--- config.mk ---
export PLATFORM = sky130hd
export DESIGN_NAME = dma_read_top
export DESIGN_NICKNAME = d
export VERILOG_FILES = /design/src/hdl/dma_read_pkg.sv /design/src/hdl/sync_fifo.sv /design/src/hdl/read_arbiter.sv /design/src/hdl/read_job_regs.sv /design/src/hdl/read_ar_issue.sv /design/src/hdl/read_return.sv /design/src/hdl/dma_read_top.sv
export SDC_FILE = /design/constraint.sdc
export NUM_CORES = 1
export LEC_CHECK = 0
export BUFFER_PORTS_ARGS = -buffer_cell sky130_fd_sc_hd__buf_2
export CORE_AREA = 2 2 416 418
export CTS_BUF_LIST = sky130_fd_sc_hd__clkbuf_8
export DETAILED_ROUTE_END_ITERATION = 6
export DIE_AREA = 0 0 418 420
export GPL_TIMING_DRIVEN = 0
export MAX_ROUTING_LAYER = met4
export PLACE_DENSITY = 0.45
export SLEW_MARGIN = 30
export SYNTH_ARGS = -nofsm -noshare
export SYNTH_HDL_FRONTEND = slang
export SYNTH_HIERARCHICAL = 1
export SYNTH_SLANG_ARGS = --single-unit
export TNS_END_PERCENT = 30
--- constraint.sdc ---
create_clock -name clk -period 16.1 [get_ports clk]
set_input_delay 0.805 -clock clk [delete_from_list [all_inputs] [get_ports clk]]
set_output_delay 0.805 -clock clk [all_outputs]
set_load 0.1 [all_outputs]
--- src/hdl/dma_read_pkg.sv ---
package dma_read_pkg;

  // Client and address geometry
  localparam int NUM_CLIENTS = 16;
  localparam int BEAT_ADDR_W = 27;
  localparam int AXI_ADDR_W = 32;

  // One 64-bit beat per read
  localparam int DATA_W = 64;
  localparam int BEAT_BYTES = 8;
  localparam int BEAT_SHIFT = 3;

  // Buffer depth doubles as the credit pool
  localparam int FIFO_DEPTH = 8;
  localparam int PTR_W = $clog2(FIFO_DEPTH);
  localparam int LEVEL_W = $clog2(FIFO_DEPTH + 1);

  localparam int COOLDOWN_CYCLES = 4;

  typedef logic [NUM_CLIENTS-1:0] client_mask_t;
  typedef logic [PTR_W-1:0] ptr_t;

  // Occupancy or credit count, 0 to FIFO_DEPTH
  typedef logic [LEVEL_W-1:0] level_t;

  typedef struct packed {
    logic [BEAT_ADDR_W-1:0] start_addr;
    logic [BEAT_ADDR_W-1:0] beat_len;
  } read_cmd_t;

  typedef struct packed {
    logic [BEAT_ADDR_W-1:0] addr;
    client_mask_t           mask;
    logic                   last;
  } beat_cmd_t;

  // Travels beside the read in the tag FIFO
  typedef struct packed {
    client_mask_t mask;
    logic         last;
  } beat_tag_t;

  typedef struct packed {
    logic [AXI_ADDR_W-1:0] addr;
  } ar_chan_t;

  typedef struct packed {
    logic [DATA_W-1:0] data;
    client_mask_t      en;
    logic              eop;
  } dout_beat_t;

  typedef enum logic {
    JOB_IDLE   = 1'b0,
    JOB_ACTIVE = 1'b1
  } job_state_e;

endpackage

--- src/hdl/sync_fifo.sv ---
module sync_fifo #(
  parameter int WIDTH = 8
) (
  input  logic             clk,
  input  logic             rst,
  input  logic             wr_i,
  input  logic [WIDTH-1:0] din_i,
  input  logic             rd_i,
  output logic [WIDTH-1:0] dout_o,
  output logic             full_o,
  output logic             empty_o
);

  logic [WIDTH-1:0] mem_q [dma_read_pkg::FIFO_DEPTH];
  dma_read_pkg::ptr_t wr_ptr_q;
  dma_read_pkg::ptr_t rd_ptr_q;
  dma_read_pkg::level_t count_q;

  always_ff @(posedge clk)
  begin
    if (wr_i)
      mem_q[wr_ptr_q] <= din_i;
  end

  // Depth is a power of two, pointers wrap on their own
  always_ff @(posedge clk)
  begin
    if (rst)
    begin
      wr_ptr_q <= '0;
      rd_ptr_q <= '0;
      count_q  <= '0;
    end
    else
    begin
      if (wr_i)
        wr_ptr_q <= wr_ptr_q + 1'b1;
      if (rd_i)
        rd_ptr_q <= rd_ptr_q + 1'b1;
      count_q <= count_q + dma_read_pkg::level_t'(wr_i) -
                 dma_read_pkg::level_t'(rd_i);
    end
  end

  // Show-ahead, head entry is always on the output
  assign dout_o  = mem_q[rd_ptr_q];
  assign full_o  = (count_q == dma_read_pkg::level_t'(dma_read_pkg::FIFO_DEPTH));
  assign empty_o = (count_q == '0);

  // Writer is paced by the credit counter upstream
  no_overflow: assert property (@(posedge clk) disable iff (rst)
    wr_i |-> !full_o);

  no_underflow: assert property (@(posedge clk) disable iff (rst)
    rd_i |-> !empty_o);

endmodule

--- src/hdl/read_arbiter.sv ---
module read_arbiter (
  input  logic                       clk,
  input  logic                       rst,
  input  dma_read_pkg::client_mask_t read_req_i,
  input  logic                       job_busy_i,
  output dma_read_pkg::client_mask_t grant_o,
  output dma_read_pkg::client_mask_t read_ack_o
);

  dma_read_pkg::client_mask_t allow_q;
  dma_read_pkg::client_mask_t base_q;
  dma_read_pkg::client_mask_t grant_q;
  dma_read_pkg::client_mask_t ack_q;
  dma_read_pkg::client_mask_t cool_q [dma_read_pkg::COOLDOWN_CYCLES];
  dma_read_pkg::client_mask_t req_ok;
  dma_read_pkg::client_mask_t win;
  dma_read_pkg::client_mask_t grant_nxt;
  logic [2*dma_read_pkg::NUM_CLIENTS-1:0] dbl_req;
  logic [2*dma_read_pkg::NUM_CLIENTS-1:0] dbl_base;
  logic [2*dma_read_pkg::NUM_CLIENTS-1:0] dbl_pick;
  logic can_pick;

  assign req_ok = read_req_i & allow_q;

  // First requester at or above base, wrapping through the upper copy
  assign dbl_req  = {req_ok, req_ok};
  assign dbl_base = {{dma_read_pkg::NUM_CLIENTS{1'b0}}, base_q};
  assign dbl_pick = dbl_req & ~(dbl_req - dbl_base);
  assign win = dbl_pick[dma_read_pkg::NUM_CLIENTS-1:0] |
               dbl_pick[2*dma_read_pkg::NUM_CLIENTS-1:dma_read_pkg::NUM_CLIENTS];

  // Hold off while a grant is still on its way to the job register
  assign can_pick  = !job_busy_i && (grant_q == '0);
  assign grant_nxt = can_pick ? win : '0;

  always_ff @(posedge clk)
  begin
    if (rst)
    begin
      grant_q <= '0;
      ack_q   <= '0;
      base_q  <= dma_read_pkg::client_mask_t'(1);
      allow_q <= '1;
    end
    else
    begin
      grant_q <= grant_nxt;
      ack_q   <= grant_q;
      allow_q <= (allow_q & ~grant_nxt) | cool_q[dma_read_pkg::COOLDOWN_CYCLES-1];
      if (grant_nxt != '0)
      begin
        base_q <= {grant_nxt[dma_read_pkg::NUM_CLIENTS-2:0],
                   grant_nxt[dma_read_pkg::NUM_CLIENTS-1]};
      end
    end
  end

  // Cooldown delay line, the last tap re-enables the client
  always_ff @(posedge clk)
  begin
    if (rst)
    begin
      for (int i = 0; i < dma_read_pkg::COOLDOWN_CYCLES; i++)
        cool_q[i] <= '0;
    end
    else
    begin
      cool_q[0] <= grant_q;
      for (int i = 1; i < dma_read_pkg::COOLDOWN_CYCLES; i++)
        cool_q[i] <= cool_q[i-1];
    end
  end

  assign grant_o    = grant_q;
  assign read_ack_o = ack_q;

  grant_onehot: assert property (@(posedge clk) disable iff (rst)
    $onehot0(grant_o));

  // Grant was picked from the request seen one edge earlier
  grant_requested: assert property (@(posedge clk) disable iff (rst)
    (grant_o & ~$past(read_req_i)) == '0);

endmodule

--- src/hdl/read_job_regs.sv ---
module read_job_regs (
  input  logic                                                    clk,
  input  logic                                                    rst,
  input  dma_read_pkg::client_mask_t                              grant_i,
  input  dma_read_pkg::read_cmd_t [dma_read_pkg::NUM_CLIENTS-1:0] read_cmd_i,
  input  logic                                                    beat_take_i,
  output logic                                                    beat_valid_o,
  output dma_read_pkg::beat_cmd_t                                 beat_cmd_o,
  output logic                                                    job_busy_o
);

  dma_read_pkg::job_state_e state_q;
  dma_read_pkg::read_cmd_t sel_cmd;
  dma_read_pkg::client_mask_t mask_q;
  logic [dma_read_pkg::BEAT_ADDR_W-1:0] addr_q;
  logic [dma_read_pkg::BEAT_ADDR_W-1:0] left_q;
  logic last_beat;

  // Grant is one-hot, so an OR of the gated commands selects the winner
  always_comb
  begin
    sel_cmd = '0;
    for (int i = 0; i < dma_read_pkg::NUM_CLIENTS; i++)
    begin
      if (grant_i[i])
        sel_cmd = sel_cmd | read_cmd_i[i];
    end
  end

  assign last_beat = (left_q == dma_read_pkg::BEAT_ADDR_W'(1));

  always_ff @(posedge clk)
  begin
    if (rst)
      state_q <= dma_read_pkg::JOB_IDLE;
    else if (grant_i != '0)
      state_q <= dma_read_pkg::JOB_ACTIVE;
    else if (beat_take_i && last_beat)
      state_q <= dma_read_pkg::JOB_IDLE;
  end

  always_ff @(posedge clk)
  begin
    if (grant_i != '0)
    begin
      addr_q <= sel_cmd.start_addr;
      left_q <= sel_cmd.beat_len;
      mask_q <= grant_i;
    end
    else if (beat_take_i)
    begin
      addr_q <= addr_q + 1'b1;
      left_q <= left_q - 1'b1;
    end
  end

  assign beat_valid_o    = (state_q == dma_read_pkg::JOB_ACTIVE);
  assign job_busy_o      = (state_q == dma_read_pkg::JOB_ACTIVE);
  assign beat_cmd_o.addr = addr_q;
  assign beat_cmd_o.mask = mask_q;
  assign beat_cmd_o.last = last_beat;

  // Arbiter must wait for the previous job to drain
  no_grant_when_active: assert property (@(posedge clk) disable iff (rst)
    (grant_i != '0) |-> (state_q == dma_read_pkg::JOB_IDLE));

endmodule

--- src/hdl/read_ar_issue.sv ---
module read_ar_issue (
  input  logic                    clk,
  input  logic                    rst,
  input  logic                    beat_valid_i,
  input  dma_read_pkg::beat_cmd_t beat_cmd_i,
  output logic                    beat_take_o,
  output logic                    arvalid_o,
  output dma_read_pkg::ar_chan_t  ar_o,
  input  logic                    arready_i,
  output logic                    tag_wr_o,
  output dma_read_pkg::beat_tag_t tag_o,
  input  logic                    credit_return_i
);

  logic arvalid_q;
  dma_read_pkg::ar_chan_t ar_q;
  dma_read_pkg::beat_tag_t tag_q;
  dma_read_pkg::level_t credit_q;
  logic ar_xfer;
  logic ar_load;

  assign ar_xfer = arvalid_q && arready_i;

  // Only one request outstanding on AR, and only with a free buffer slot
  assign ar_load = beat_valid_i && !arvalid_q && (credit_q != '0);

  always_ff @(posedge clk)
  begin
    if (rst)
      arvalid_q <= 1'b0;
    else if (ar_load)
      arvalid_q <= 1'b1;
    else if (ar_xfer)
      arvalid_q <= 1'b0;
  end

  // Beat address to byte address
  always_ff @(posedge clk)
  begin
    if (ar_load)
    begin
      ar_q.addr <= {{(dma_read_pkg::AXI_ADDR_W - dma_read_pkg::BEAT_ADDR_W -
                      dma_read_pkg::BEAT_SHIFT){1'b0}},
                    beat_cmd_i.addr,
                    {dma_read_pkg::BEAT_SHIFT{1'b0}}};
      tag_q.mask <= beat_cmd_i.mask;
      tag_q.last <= beat_cmd_i.last;
    end
  end

  always_ff @(posedge clk)
  begin
    if (rst)
      credit_q <= dma_read_pkg::level_t'(dma_read_pkg::FIFO_DEPTH);
    else
      credit_q <= credit_q - dma_read_pkg::level_t'(ar_xfer) +
                  dma_read_pkg::level_t'(credit_return_i);
  end

  assign arvalid_o   = arvalid_q;
  assign ar_o        = ar_q;
  assign beat_take_o = ar_xfer;
  assign tag_wr_o    = ar_xfer;
  assign tag_o       = tag_q;

  ar_stable: assert property (@(posedge clk) disable iff (rst)
    arvalid_o && !arready_i |=> arvalid_o && $stable(ar_o));

  // Returns never outnumber the beats that were issued
  credit_bound: assert property (@(posedge clk) disable iff (rst)
    credit_q <= dma_read_pkg::level_t'(dma_read_pkg::FIFO_DEPTH));

endmodule

--- src/hdl/read_return.sv ---
module read_return (
  input  logic                            clk,
  input  logic                            rst,
  input  logic                            data_empty_i,
  input  logic [dma_read_pkg::DATA_W-1:0] data_i,
  input  dma_read_pkg::beat_tag_t         tag_i,
  input  logic                            dout_rdy_i,
  output logic                            pop_o,
  output logic                            credit_return_o,
  output dma_read_pkg::dout_beat_t        dout_o
);

  logic pop;
  logic [dma_read_pkg::DATA_W-1:0] data_q;
  dma_read_pkg::client_mask_t en_q;
  logic eop_q;
  logic credit_q;

  // Data and tag heads are popped as a pair
  assign pop = !data_empty_i && dout_rdy_i;

  always_ff @(posedge clk)
  begin
    if (pop)
      data_q <= data_i;
  end

  always_ff @(posedge clk)
  begin
    if (rst)
    begin
      en_q     <= '0;
      eop_q    <= 1'b0;
      credit_q <= 1'b0;
    end
    else
    begin
      en_q     <= tag_i.mask & {dma_read_pkg::NUM_CLIENTS{pop}};
      eop_q    <= tag_i.last & pop;
      credit_q <= pop;
    end
  end

  assign pop_o           = pop;
  assign credit_return_o = credit_q;
  assign dout_o.data     = data_q;
  assign dout_o.en       = en_q;
  assign dout_o.eop      = eop_q;

endmodule

--- src/hdl/dma_read_top.sv ---
module dma_read_top (
  input  logic                                                    clk,
  input  logic                                                    rst,
  input  dma_read_pkg::client_mask_t                              read_req_i,
  input  dma_read_pkg::read_cmd_t [dma_read_pkg::NUM_CLIENTS-1:0] read_cmd_i,
  output dma_read_pkg::client_mask_t                              read_ack_o,
  output logic                                                    arvalid_o,
  output dma_read_pkg::ar_chan_t                                  ar_o,
  input  logic                                                    arready_i,
  input  logic                                                    rvalid_i,
  input  logic [dma_read_pkg::DATA_W-1:0]                         rdata_i,
  output logic                                                    rready_o,
  output dma_read_pkg::dout_beat_t                                dout_o,
  input  logic                                                    dout_rdy_i
);

  dma_read_pkg::client_mask_t grant;
  dma_read_pkg::beat_cmd_t beat_cmd;
  dma_read_pkg::beat_tag_t tag_in;
  dma_read_pkg::beat_tag_t tag_out;
  logic [dma_read_pkg::DATA_W-1:0] data_out;
  logic job_busy;
  logic beat_valid;
  logic beat_take;
  logic tag_wr;
  logic pop;
  logic credit_return;
  logic data_full;
  logic data_empty;

  read_arbiter arbiter_inst (
    .clk        (clk),
    .rst        (rst),
    .read_req_i (read_req_i),
    .job_busy_i (job_busy),
    .grant_o    (grant),
    .read_ack_o (read_ack_o)
  );

  read_job_regs job_regs_inst (
    .clk          (clk),
    .rst          (rst),
    .grant_i      (grant),
    .read_cmd_i   (read_cmd_i),
    .beat_take_i  (beat_take),
    .beat_valid_o (beat_valid),
    .beat_cmd_o   (beat_cmd),
    .job_busy_o   (job_busy)
  );

  read_ar_issue ar_issue_inst (
    .clk             (clk),
    .rst             (rst),
    .beat_valid_i    (beat_valid),
    .beat_cmd_i      (beat_cmd),
    .beat_take_o     (beat_take),
    .arvalid_o       (arvalid_o),
    .ar_o            (ar_o),
    .arready_i       (arready_i),
    .tag_wr_o        (tag_wr),
    .tag_o           (tag_in),
    .credit_return_i (credit_return)
  );

  // Credits keep this from filling, so rready stays high
  sync_fifo #(.WIDTH(dma_read_pkg::DATA_W)) data_fifo_inst (
    .clk     (clk),
    .rst     (rst),
    .wr_i    (rvalid_i),
    .din_i   (rdata_i),
    .rd_i    (pop),
    .dout_o  (data_out),
    .full_o  (data_full),
    .empty_o (data_empty)
  );

  sync_fifo #(.WIDTH($bits(dma_read_pkg::beat_tag_t))) tag_fifo_inst (
    .clk     (clk),
    .rst     (rst),
    .wr_i    (tag_wr),
    .din_i   (tag_in),
    .rd_i    (pop),
    .dout_o  (tag_out),
    .full_o  (),
    .empty_o ()
  );

  assign rready_o = !data_full;

  read_return return_inst (
    .clk             (clk),
    .rst             (rst),
    .data_empty_i    (data_empty),
    .data_i          (data_out),
    .tag_i           (tag_out),
    .dout_rdy_i      (dout_rdy_i),
    .pop_o           (pop),
    .credit_return_o (credit_return),
    .dout_o          (dout_o)
  );

endmodule

[Word-level counts from Yosys, hierarchy flattened]
Memory sizes are Yosys's and may differ from the RTL's. A register that Yosys moved wholly into a read port is not among the register bits.
Index checks and enable logic that the tools add are counted.
Word-level totals
  RAM bits: 712
  memories kept: 3
  bits in registers: 218
  output and inout bits: 131
  input bits: 949
Memory list
  data_fifo_inst.mem_q: depth 8, width 64, rd ports 1, clocked after Yosys merged registers in 1, wr ports 1, line sync_fifo.sv:14  | logic [WIDTH-1:0] mem_q [dma_read_pkg::FIFO_DEPTH];
  tag_fifo_inst.mem_q: depth 8, width 17, rd ports 1, clocked after Yosys merged registers in 1, wr ports 1, line sync_fifo.sv:14
  arbiter_inst.cool_q: depth 4, width 16, rd ports 4, clocked after Yosys merged registers in 0, wr ports 4, line read_arbiter.sv:14  | dma_read_pkg::client_mask_t cool_q [dma_read_pkg::COOLDOWN_CYCLES];
Cells by class
  bitwise logic cells: 28
  equality and inequality tests: 2
  add/sub/neg operators: 11
  muxes and demuxes: 38
  reductions and logical operators: 18
Operator list (number)
  $mux W54: 16
  $or A54 B54 Y54: 15
  $mux W27: 4
  $mux W16: 5
  $and A16 B16 Y16: 3
  $and A32 B32 Y32: 1
  $not A32 Y32: 1
  $or A16 B16 Y16: 2
  $reduce_bool A16 Y1: 2
  $sub A32 B16 Y32: 1
  $add A27 B1 Y27 const B: 1
  $eq A27 B1 Y1 const B: 1
  $sub A27 B1 Y27 const B: 1
  $logic_not A16 Y1: 1
  $not A16 Y16: 1
  $add A3 B1 Y3 const B: 4
  $mux W1: 11
  $add A4 B1 Y4: 2
  $sub A4 B1 Y4: 2
  $logic_and A1 B1 Y1: 6
  $mux W3: 2
  $reduce_bool A2 Y1: 3
  $eq A4 B4 Y1 const B: 1
  $logic_not A1 Y1: 4
  other kinds (4): 7

[Logic depth before layout (Yosys ltp)]
Gate-level depths: netlist of the first run.
  word-level depth: 32
  mapped depth: 15

[Modules after synthesis]
Netlist of the first run, hierarchy kept.
Modules (own cells, without submodules)
  sync_fifo (data_fifo_inst): cells an instance 809, times used 1, area an instance 19837.8 µm²
  read_job_regs: cells an instance 954, times used 1, area an instance 8134.1 µm²
  sync_fifo (tag_fifo_inst): cells an instance 267, times used 1, area an instance 5828.1 µm²
  read_arbiter: cells an instance 577, times used 1, area an instance 5321.4 µm²
  read_return: cells an instance 105, times used 1, area an instance 2591.2 µm²
  read_ar_issue: cells an instance 84, times used 1, area an instance 1686.6 µm²
  dma_read_top: cells an instance 1, times used 1, area an instance 3.8 µm²

[Least setup slack after synthesis of the first run]
Ideal clock, no wire load.
  kind: input-to-reg
  start point: in rvalid_i
  end point: mem data_fifo_inst/mem_q[0][0] (netlist name) (enable)
  path slack: 10.285 ns
  path buffers: 0
  stages on the path: 2
  required time: 15.535 ns
  arrival: 5.250 ns
  cell sequence: nand2b_1 > nor3_1
On the way
  longest elaborated chain between the ends: 2
Ends and longest elaborated chain
  start, declared: line dma_read_top.sv:10  | input logic rvalid_i,
  $mux W1: line sync_fifo.sv:21  | if (wr_i)
  $mux W1 (not written as such): line sync_fifo.sv:22  | mem_q[wr_ptr_q] <= din_i;
  end, declared: line sync_fifo.sv:14
No other way between the ends.

[Worst setup path after layout of the first run]
  start point: reg arbiter_inst.allow_q[1]
  end point: reg arbiter_inst.base_q[7]
On the way
  longest elaborated chain between the ends: 7
Ends and longest elaborated chain
  start, declared: line read_arbiter.sv:10  | dma_read_pkg::client_mask_t allow_q;
  start signal, assigned: line read_arbiter.sv:49  | allow_q <= (allow_q & ~grant_nxt) | cool_q[dma_read_pkg::COOLDOWN_CYCLES-1];
  $and A16 B16 Y16 (*): line read_arbiter.sv:23  | assign req_ok = read_req_i & allow_q;
  $sub A32 B16 Y32: line read_arbiter.sv:28  | assign dbl_pick = dbl_req & ~(dbl_req - dbl_base);
  $not A32 Y32: line read_arbiter.sv:28
  $and A32 B32 Y32 (*): line read_arbiter.sv:28
  $or A16 B16 Y16 (*): line read_arbiter.sv:29  | assign win = dbl_pick[dma_read_pkg::NUM_CLIENTS-1:0] |
  $mux W16 (*): line read_arbiter.sv:34  | assign grant_nxt = can_pick ? win : '0;
  $reduce_bool A16 Y1: line read_arbiter.sv:50  | if (grant_nxt != '0)
  end signal, assigned: line read_arbiter.sv:42  | base_q <= dma_read_pkg::client_mask_t'(1);
  end signal, assigned: line read_arbiter.sv:52  | base_q <= {grant_nxt[dma_read_pkg::NUM_CLIENTS-2:0],
  end, declared: line read_arbiter.sv:11  | dma_read_pkg::client_mask_t base_q;
Mark *: on every way between the ends. The rest lies on a longest branch, timed or not.
A chain may end at the register's enable or synchronous reset.

==> impl_metrics.ini, run 1 <==
[hold_path]
hold_depth = 1
min_path_type = input pin to flop

[global_route]
grt_max_degree = 29
antenna_found_initial = 316
overflow = 0
grt_pass1_wl_microns = 386000
grt_pass1_vias = 34700
grtUsageTotal = 0.360

[setup_path]
ff2ff_setup_slack_ns = 11.93
path_class = flop to flop
reg2reg_from = arbiter_inst/allow_q[1]
crit_path_max_fanout = 10
cp-start-kind = flop
cp-startpoint = arbiter_inst/allow_q[1]
critPathCapture = arbiter_inst/base_q[7]
r2r-end = arbiter_inst/base_q[7]
cp.arrival_ns = 5.01
rr_worst_depth = 15
worst_ep_required_time_ns = 16.94
crit_path_end_kind = flop

[clock_network]
cts_tree = yes
post_cts_resized = 0
path_clk_slew_ns = 0.07
hold_buffers = 0
cts_root_buffer = clkbuf_8
cts.sink_count = 984
cts_made_buffers = 171
insertion_delay_ns = 0.92
clockBufferDepth = 3
htreeDepth = 4
cts_setup_buffers = 0

[die]
die_w_microns = 418
core_area_sq_um = 171000
rows = 152
ioPinCount = 1080
dieHeight_microns = 420
die_area_sq_um = 176000
start_util = 0.252

[outcome]
status = complete, no violations

[placement]
placed_area_sq_um = 53300
gp_congestion = 1.22
dp_hpwl_microns = 261000
portBuffers = 1074

[timing]
setup_viol = 0
hold_viol_final = 0
fin_skew_ns = 0.0968
maxSlewViolCount = 0
holdWs_ns = 0.172
period_share = 0.259
relSlewSlack = 0.186
rsz0062_at_grt = no
period_minus_slack_ns = 4.17
fmax_mhz = 240
fin_tns_setup_ns = 0
worstMarginPinSlew_ns = 1.22

[finish]
finish.utilization = 0.338
finalInstanceArea_sq_um = 57700
final_layout_size_suffix_gt1_frac = 0.431
area_growth_pct = 33.8
final_nets = 5094
fillCellCount = 17200

[detailed_routing]
detail_route.drc_violations = 0
dr.pass1.iters = 7
drt-total-wl_microns = 316000
wire_per_inst_microns = 45.8
via_count = 37700
viasPerCell = 5.46
dr.first_iter.drc_count = 5248
ant_nets = 0

[synthesis]
ys_warn_count = 6
synth.avg_cell_area_sq_um = 15.6
synthCells = 2767
syn_area_sq_um = 43100

[power]
power_mw = 11.2
power.density_nw_per_um2 = 193
leakage_nw = 21.1
ir_worst_vdd_uv = 170

[job]
cap_violations = 0
## area by class of cell
cell class	count	area [sq um]	area share
inverters	42	158	0.00273
clock inverters	131	880	0.0152
repair buffers	1174	7140	0.124
diodes	415	1040	0.0180
flip-flops and latches	984	28000	0.485
well taps	2233	2790	0.0484
plain buffers	185	1060	0.0184
multi-input cells	1560	14200	0.246
clock buffers	179	2460	0.0427
## placed cells by master, fill, tap and decap left out, types with 81 or more instances in the layout
| cell type | instances |
|---|---|
| dfxtp_1 | 158 |
| mux2_2 | 81 |
| clkbuf_8 | 183 |
| inv_1 | 97 |
| a22oi_1 | 215 |
| edfxtp_1 | 826 |
| buf_2 | 1120 |
| nand3_1 | 92 |
| a221oi_1 | 107 |
| mux4_2 | 138 |
| diode_2 | 415 |
| a22o_1 | 108 |
| nor2_1 | 100 |
## how the worst min path moves through the flow
stage                                from                     endpoint
2_1_floorplan   arbiter_inst/cool_q[3][0]      arbiter_inst/allow_q[0]
3_3_place_gp   arbiter_inst/cool_q[3][15]     arbiter_inst/allow_q[15]
3_5_place_dp   arbiter_inst/cool_q[3][14]     arbiter_inst/allow_q[14]
4_1_cts                       rdata_i[54]  data_fifo_inst/mem_q[1][54]
5_1_grt                       rdata_i[60]  data_fifo_inst/mem_q[1][60]
6_report                      rdata_i[54]  data_fifo_inst/mem_q[1][54]
## power by group
part	internal (mW)	leakage (nW)	total, mW	switching (mW)
Clock	1.14	1.91	2.24	1.11
Combinational	1.47	10.3	5.25	3.79
Sequential	3.42	8.88	3.67	0.252
Total	6.02	21.1	11.2	5.15
## worst max-delay path, cell delays in order, from the launching register on
cell	delay, ns
dfxtp_1	0.37
and3b_1	0.21
buf_4	0.15
nor2b_1	0.11
ha_1	0.21
o2111ai_1	0.13
and3_1	0.21
buf_6	0.14
o21a_1	0.29
o31ai_2	0.41
nor2_1	0.21
a2111oi_1	0.83
nand4_2	0.24
nor2_4	0.26
buf_6	0.19
a21o_1	0.15
## flip-flops by register name, summed over array words and instances (netlist names), 17 cells and up, named ones only
signal / flops
tag_fifo_inst/mem_q: 136
ar_issue_inst/tag_o: 17
return_inst/data_q: 64
data_fifo_inst/mem_q: 512
ar_issue_inst/ar_o: 27
job_regs_inst/addr_q: 27
arbiter_inst/cool_q: 64
job_regs_inst/left_q: 27
## metal layers
metal,vias up,track usage,share of wire
met1,19100,0.396,0.37
met2,3017,0.472,0.40
met3,877,0.233,0.15
li1,14700,-,-
met4,0,0.232,0.077
met5,-,-,0
## stage by stage
stage | setup WS (ns) | cells
2_1_floorplan | 10.29 | 2771
3_3_place_gp | 4.43 | 6078
3_5_place_dp | 11.52 | 6176
4_1_cts | 12.04 | 6486
5_1_grt | 11.82 | 6843
6_report | 11.93 | 6903
Power figures use the tool's default switching activity.
==> inputs of run 2 (changes only) <==
--- a/config.mk
+++ b/config.mk
@@ -6,10 +6,10 @@
 export NUM_CORES = 1
 export LEC_CHECK = 0
 export BUFFER_PORTS_ARGS = -buffer_cell sky130_fd_sc_hd__buf_2
-export CORE_AREA = 2 2 416 418
+export CORE_AREA = 2 2 424 426
 export CTS_BUF_LIST = sky130_fd_sc_hd__clkbuf_8
 export DETAILED_ROUTE_END_ITERATION = 6
-export DIE_AREA = 0 0 418 420
+export DIE_AREA = 0 0 426 428
 export GPL_TIMING_DRIVEN = 0
 export MAX_ROUTING_LAYER = met4
 export PLACE_DENSITY = 0.45
==> constraint.sdc (replaced) <==
create_clock -name clk -period 3.35 [get_ports clk]
set_input_delay 0.1675 -clock clk [delete_from_list [all_inputs] [get_ports clk]]
set_output_delay 0.1675 -clock clk [all_outputs]
set_load 0.1 [all_outputs]
==> run 2 against run 1 <==
Net effect:
- via count up 5.0%
- power grew to 5.1 times the previous value
- sequential power increased to 4.8 times the previous value
- die area up 3.9%
- non-clock buffer count rose by 704
- utilization increased by 2.8 points
- largest power group unchanged
- clock skew shrank 0.032 ns
- global-route usage grew 1.3 points
- clock power grew to 4.6 times the previous value
- sequential share of layout area decreased by 5.4 points
- final cell count up 8.4%
- the run now ends with negative setup slack left
- sequential cell count unchanged
==> impl_metrics.ini, run 2 (synthesis gave the netlist of run 1 again) <==
[power]
p_clk_frac = 0.180
p_int_mw = 30.7
pwr-share-comb = 0.513
leakage_nw = 23.9
power.density_nw_per_um2 = 881
switching_share = 0.464
ir_worst_vdd_uv = 790
seq_power_share = 0.308
netSwitchingPower_mw = 26.6

[placement]
dp_slack_ns = -0.609
dp_cells = 6320
dp_hpwl_microns = 282000
portBuffers = 1074
gp_congestion = 1.17

[timing]
period_minus_slack_ns = 3.63
fin_tns_setup_ns = -1.67
hold_viol_final = 0
maxSlewViolCount = 0
relSlewSlack = 0.227
worstMarginPinSlew_ns = 1.16
rsz0062_at_grt = yes
setup_slack_ns = -0.284
fmax_mhz = 275
setup_viol = 30
period_share = 1.08
fin_skew_ns = 0.0648

[clock_network]
insertion_delay_ns = 0.88
htreeDepth = 4
cts_tree = yes
cts_root_buffer = clkbuf_8
path_clk_slew_ns = 0.06
cts_made_buffers = 169
cts.sink_count = 984
clockBufferDepth = 3

[detailed_routing]
ant_nets = 0
drt-total-wl_microns = 337000
detail_route.drc_violations = 0
wire_per_inst_microns = 45.1
viasPerCell = 5.29
via_count = 39600
dr.pass1.iters = 6
dr.first_iter.drc_count = 4838

[finish]
reg_top3 = data_fifo_inst/mem_q (512), tag_fifo_inst/mem_q (136)
area_growth_pct = 50.7
finish.utilization = 0.366
fillCellCount = 17600
fin_cells = 7485
final_nets = 5796
final_layout_size_suffix_gt1_frac = 0.387
layout_common_cells = 1126 x buf_2, 826 x edfxtp_1, 671 x dlygate4sd3_1
layout_commonest_cell = buf_2
largest_reg_flops = 512
top_register = data_fifo_inst/mem_q

[job]
cap_violations = 0

[global_route]
grt_pass1_vias = 38900
overflow = 0
grt_max_degree = 29
antenna_found_initial = 258
grt_pass1_wl_microns = 421000
grtUsageTotal = 0.373

[die]
rows = 155
dieHeight_microns = 428
start_util = 0.243
die_w_microns = 426
ioPinCount = 1080
core_area_sq_um = 178000
die_area_sq_um = 182000

[setup_path]
cp.arrival_ns = 4.22
cp-startpoint = arbiter_inst/grant_o[15]
reg2reg_from = arbiter_inst/grant_o[15]
crit_path_end_kind = flop
worst_ep_required_time_ns = 3.94
crit_path_max_fanout = 10
path_class = flop to flop
cp-start-kind = flop

[outcome]
failed_checks = negative setup slack
status = complete, but fails checks

[hold_path]
min_from = read_cmd_i[523]
min_path_type = input pin to flop
-- run 2: changes by cell type in the layout (fill, tap and decap cells not counted), sizes merged --
| cell | previous run | this run |
|---|---|---|
| diode | 415 | 178 |
| dlygate4sd3 | 0 | 671 |
| clkbuf | 271 | 261 |
| buf | 1267 | 1306 |
| clkinvlp | 5 | 4 |
| inv | 110 | 119 |
| clkinv | 53 | 44 |
| bufinv | 5 | 2 |
| clkdlybuf4s15 | 0 | 1 |
-- run 2: final cells by class --
class / count / area [sq um] / area share
Antenna cell: 178 / 445 / 0.00685
Buffer: 183 / 1080 / 0.0166
Clock buffer: 176 / 2420 / 0.0373
Clock inverter: 127 / 742 / 0.0114
Inverter: 42 / 158 / 0.00242
Multi-Input combinational cell: 1560 / 14600 / 0.224
Sequential cell: 984 / 28000 / 0.430
Tap cell: 2355 / 2950 / 0.0453
Timing Repair Buffer: 1880 / 14700 / 0.226
-- run 2: repair_timing --
action / 4_1_cts / 5_1_grt
hold endpoints to repair: 643 / 3
buffers inserted: 11 / 3
hold buffers: 668 / 3
pin swaps: 30 / 15
endpoints found under the setup margin: 84 / 57
cloned: 1 / 0
gates resized for setup: 47 / 42
-- run 2: layer usage --
layer | track usage | routed length, microns | vias up
met4 | 0.210 | 23800 | 0
met3 | 0.143 | 36400 | 798
met5 | - | 0 | -
met2 | 0.528 | 143000 | 2690
met1 | 0.451 | 134000 | 20300
li1 | - | - | 15800
-- run 2: final timing paths --
kind                         endpoint  depth (start not counted)  slack [ns]
min          job_regs_inst/addr_q[10]                          5        0.04
max          job_regs_inst/addr_q[24]                          9       -0.28
min reg2reg    ar_issue_inst/tag_o[2]                          0        0.41
max reg2reg  job_regs_inst/addr_q[24]                          9       -0.28
-- run 2: power by group through the flow --
stage | combinational (mW) | sequential, mW | clock, mW
final | 29.4 | 17.6 | 10.3
after global placement | 23.9 | 17.5 | 0
after detailed placement | 26.4 | 17.8 | 0
after global routing | 29.8 | 17.8 | 11.2
after floorplan | 9.90 | 20.5 | 0
after CTS | 28.6 | 17.6 | 10.6
-- run 2: worst max-delay path: stages (launching register included) --
cell and delay [ns]:
dfxtp_1 0.38, clkbuf_2 0.39, buf_16 0.30, buf_2 0.23, buf_12 0.20, buf_2 0.38, a22oi_1 0.87, nand3_1 0.14
nor2_1 0.23, o21ai_0 0.14
-- run 2: metrics by stage --
step | total power, mW | hold WS, ns | area (sq um)
floorplan | 30.4 | 0.234 | 43200
global placement | 41.5 | 0.398 | 51500
detailed placement | 44.2 | 0.399 | 54200
CTS | 56.8 | 0.000211 | 64400
global route | 58.7 | 0.00157 | 64900
finish | 57.3 | 0.0407 | 65000
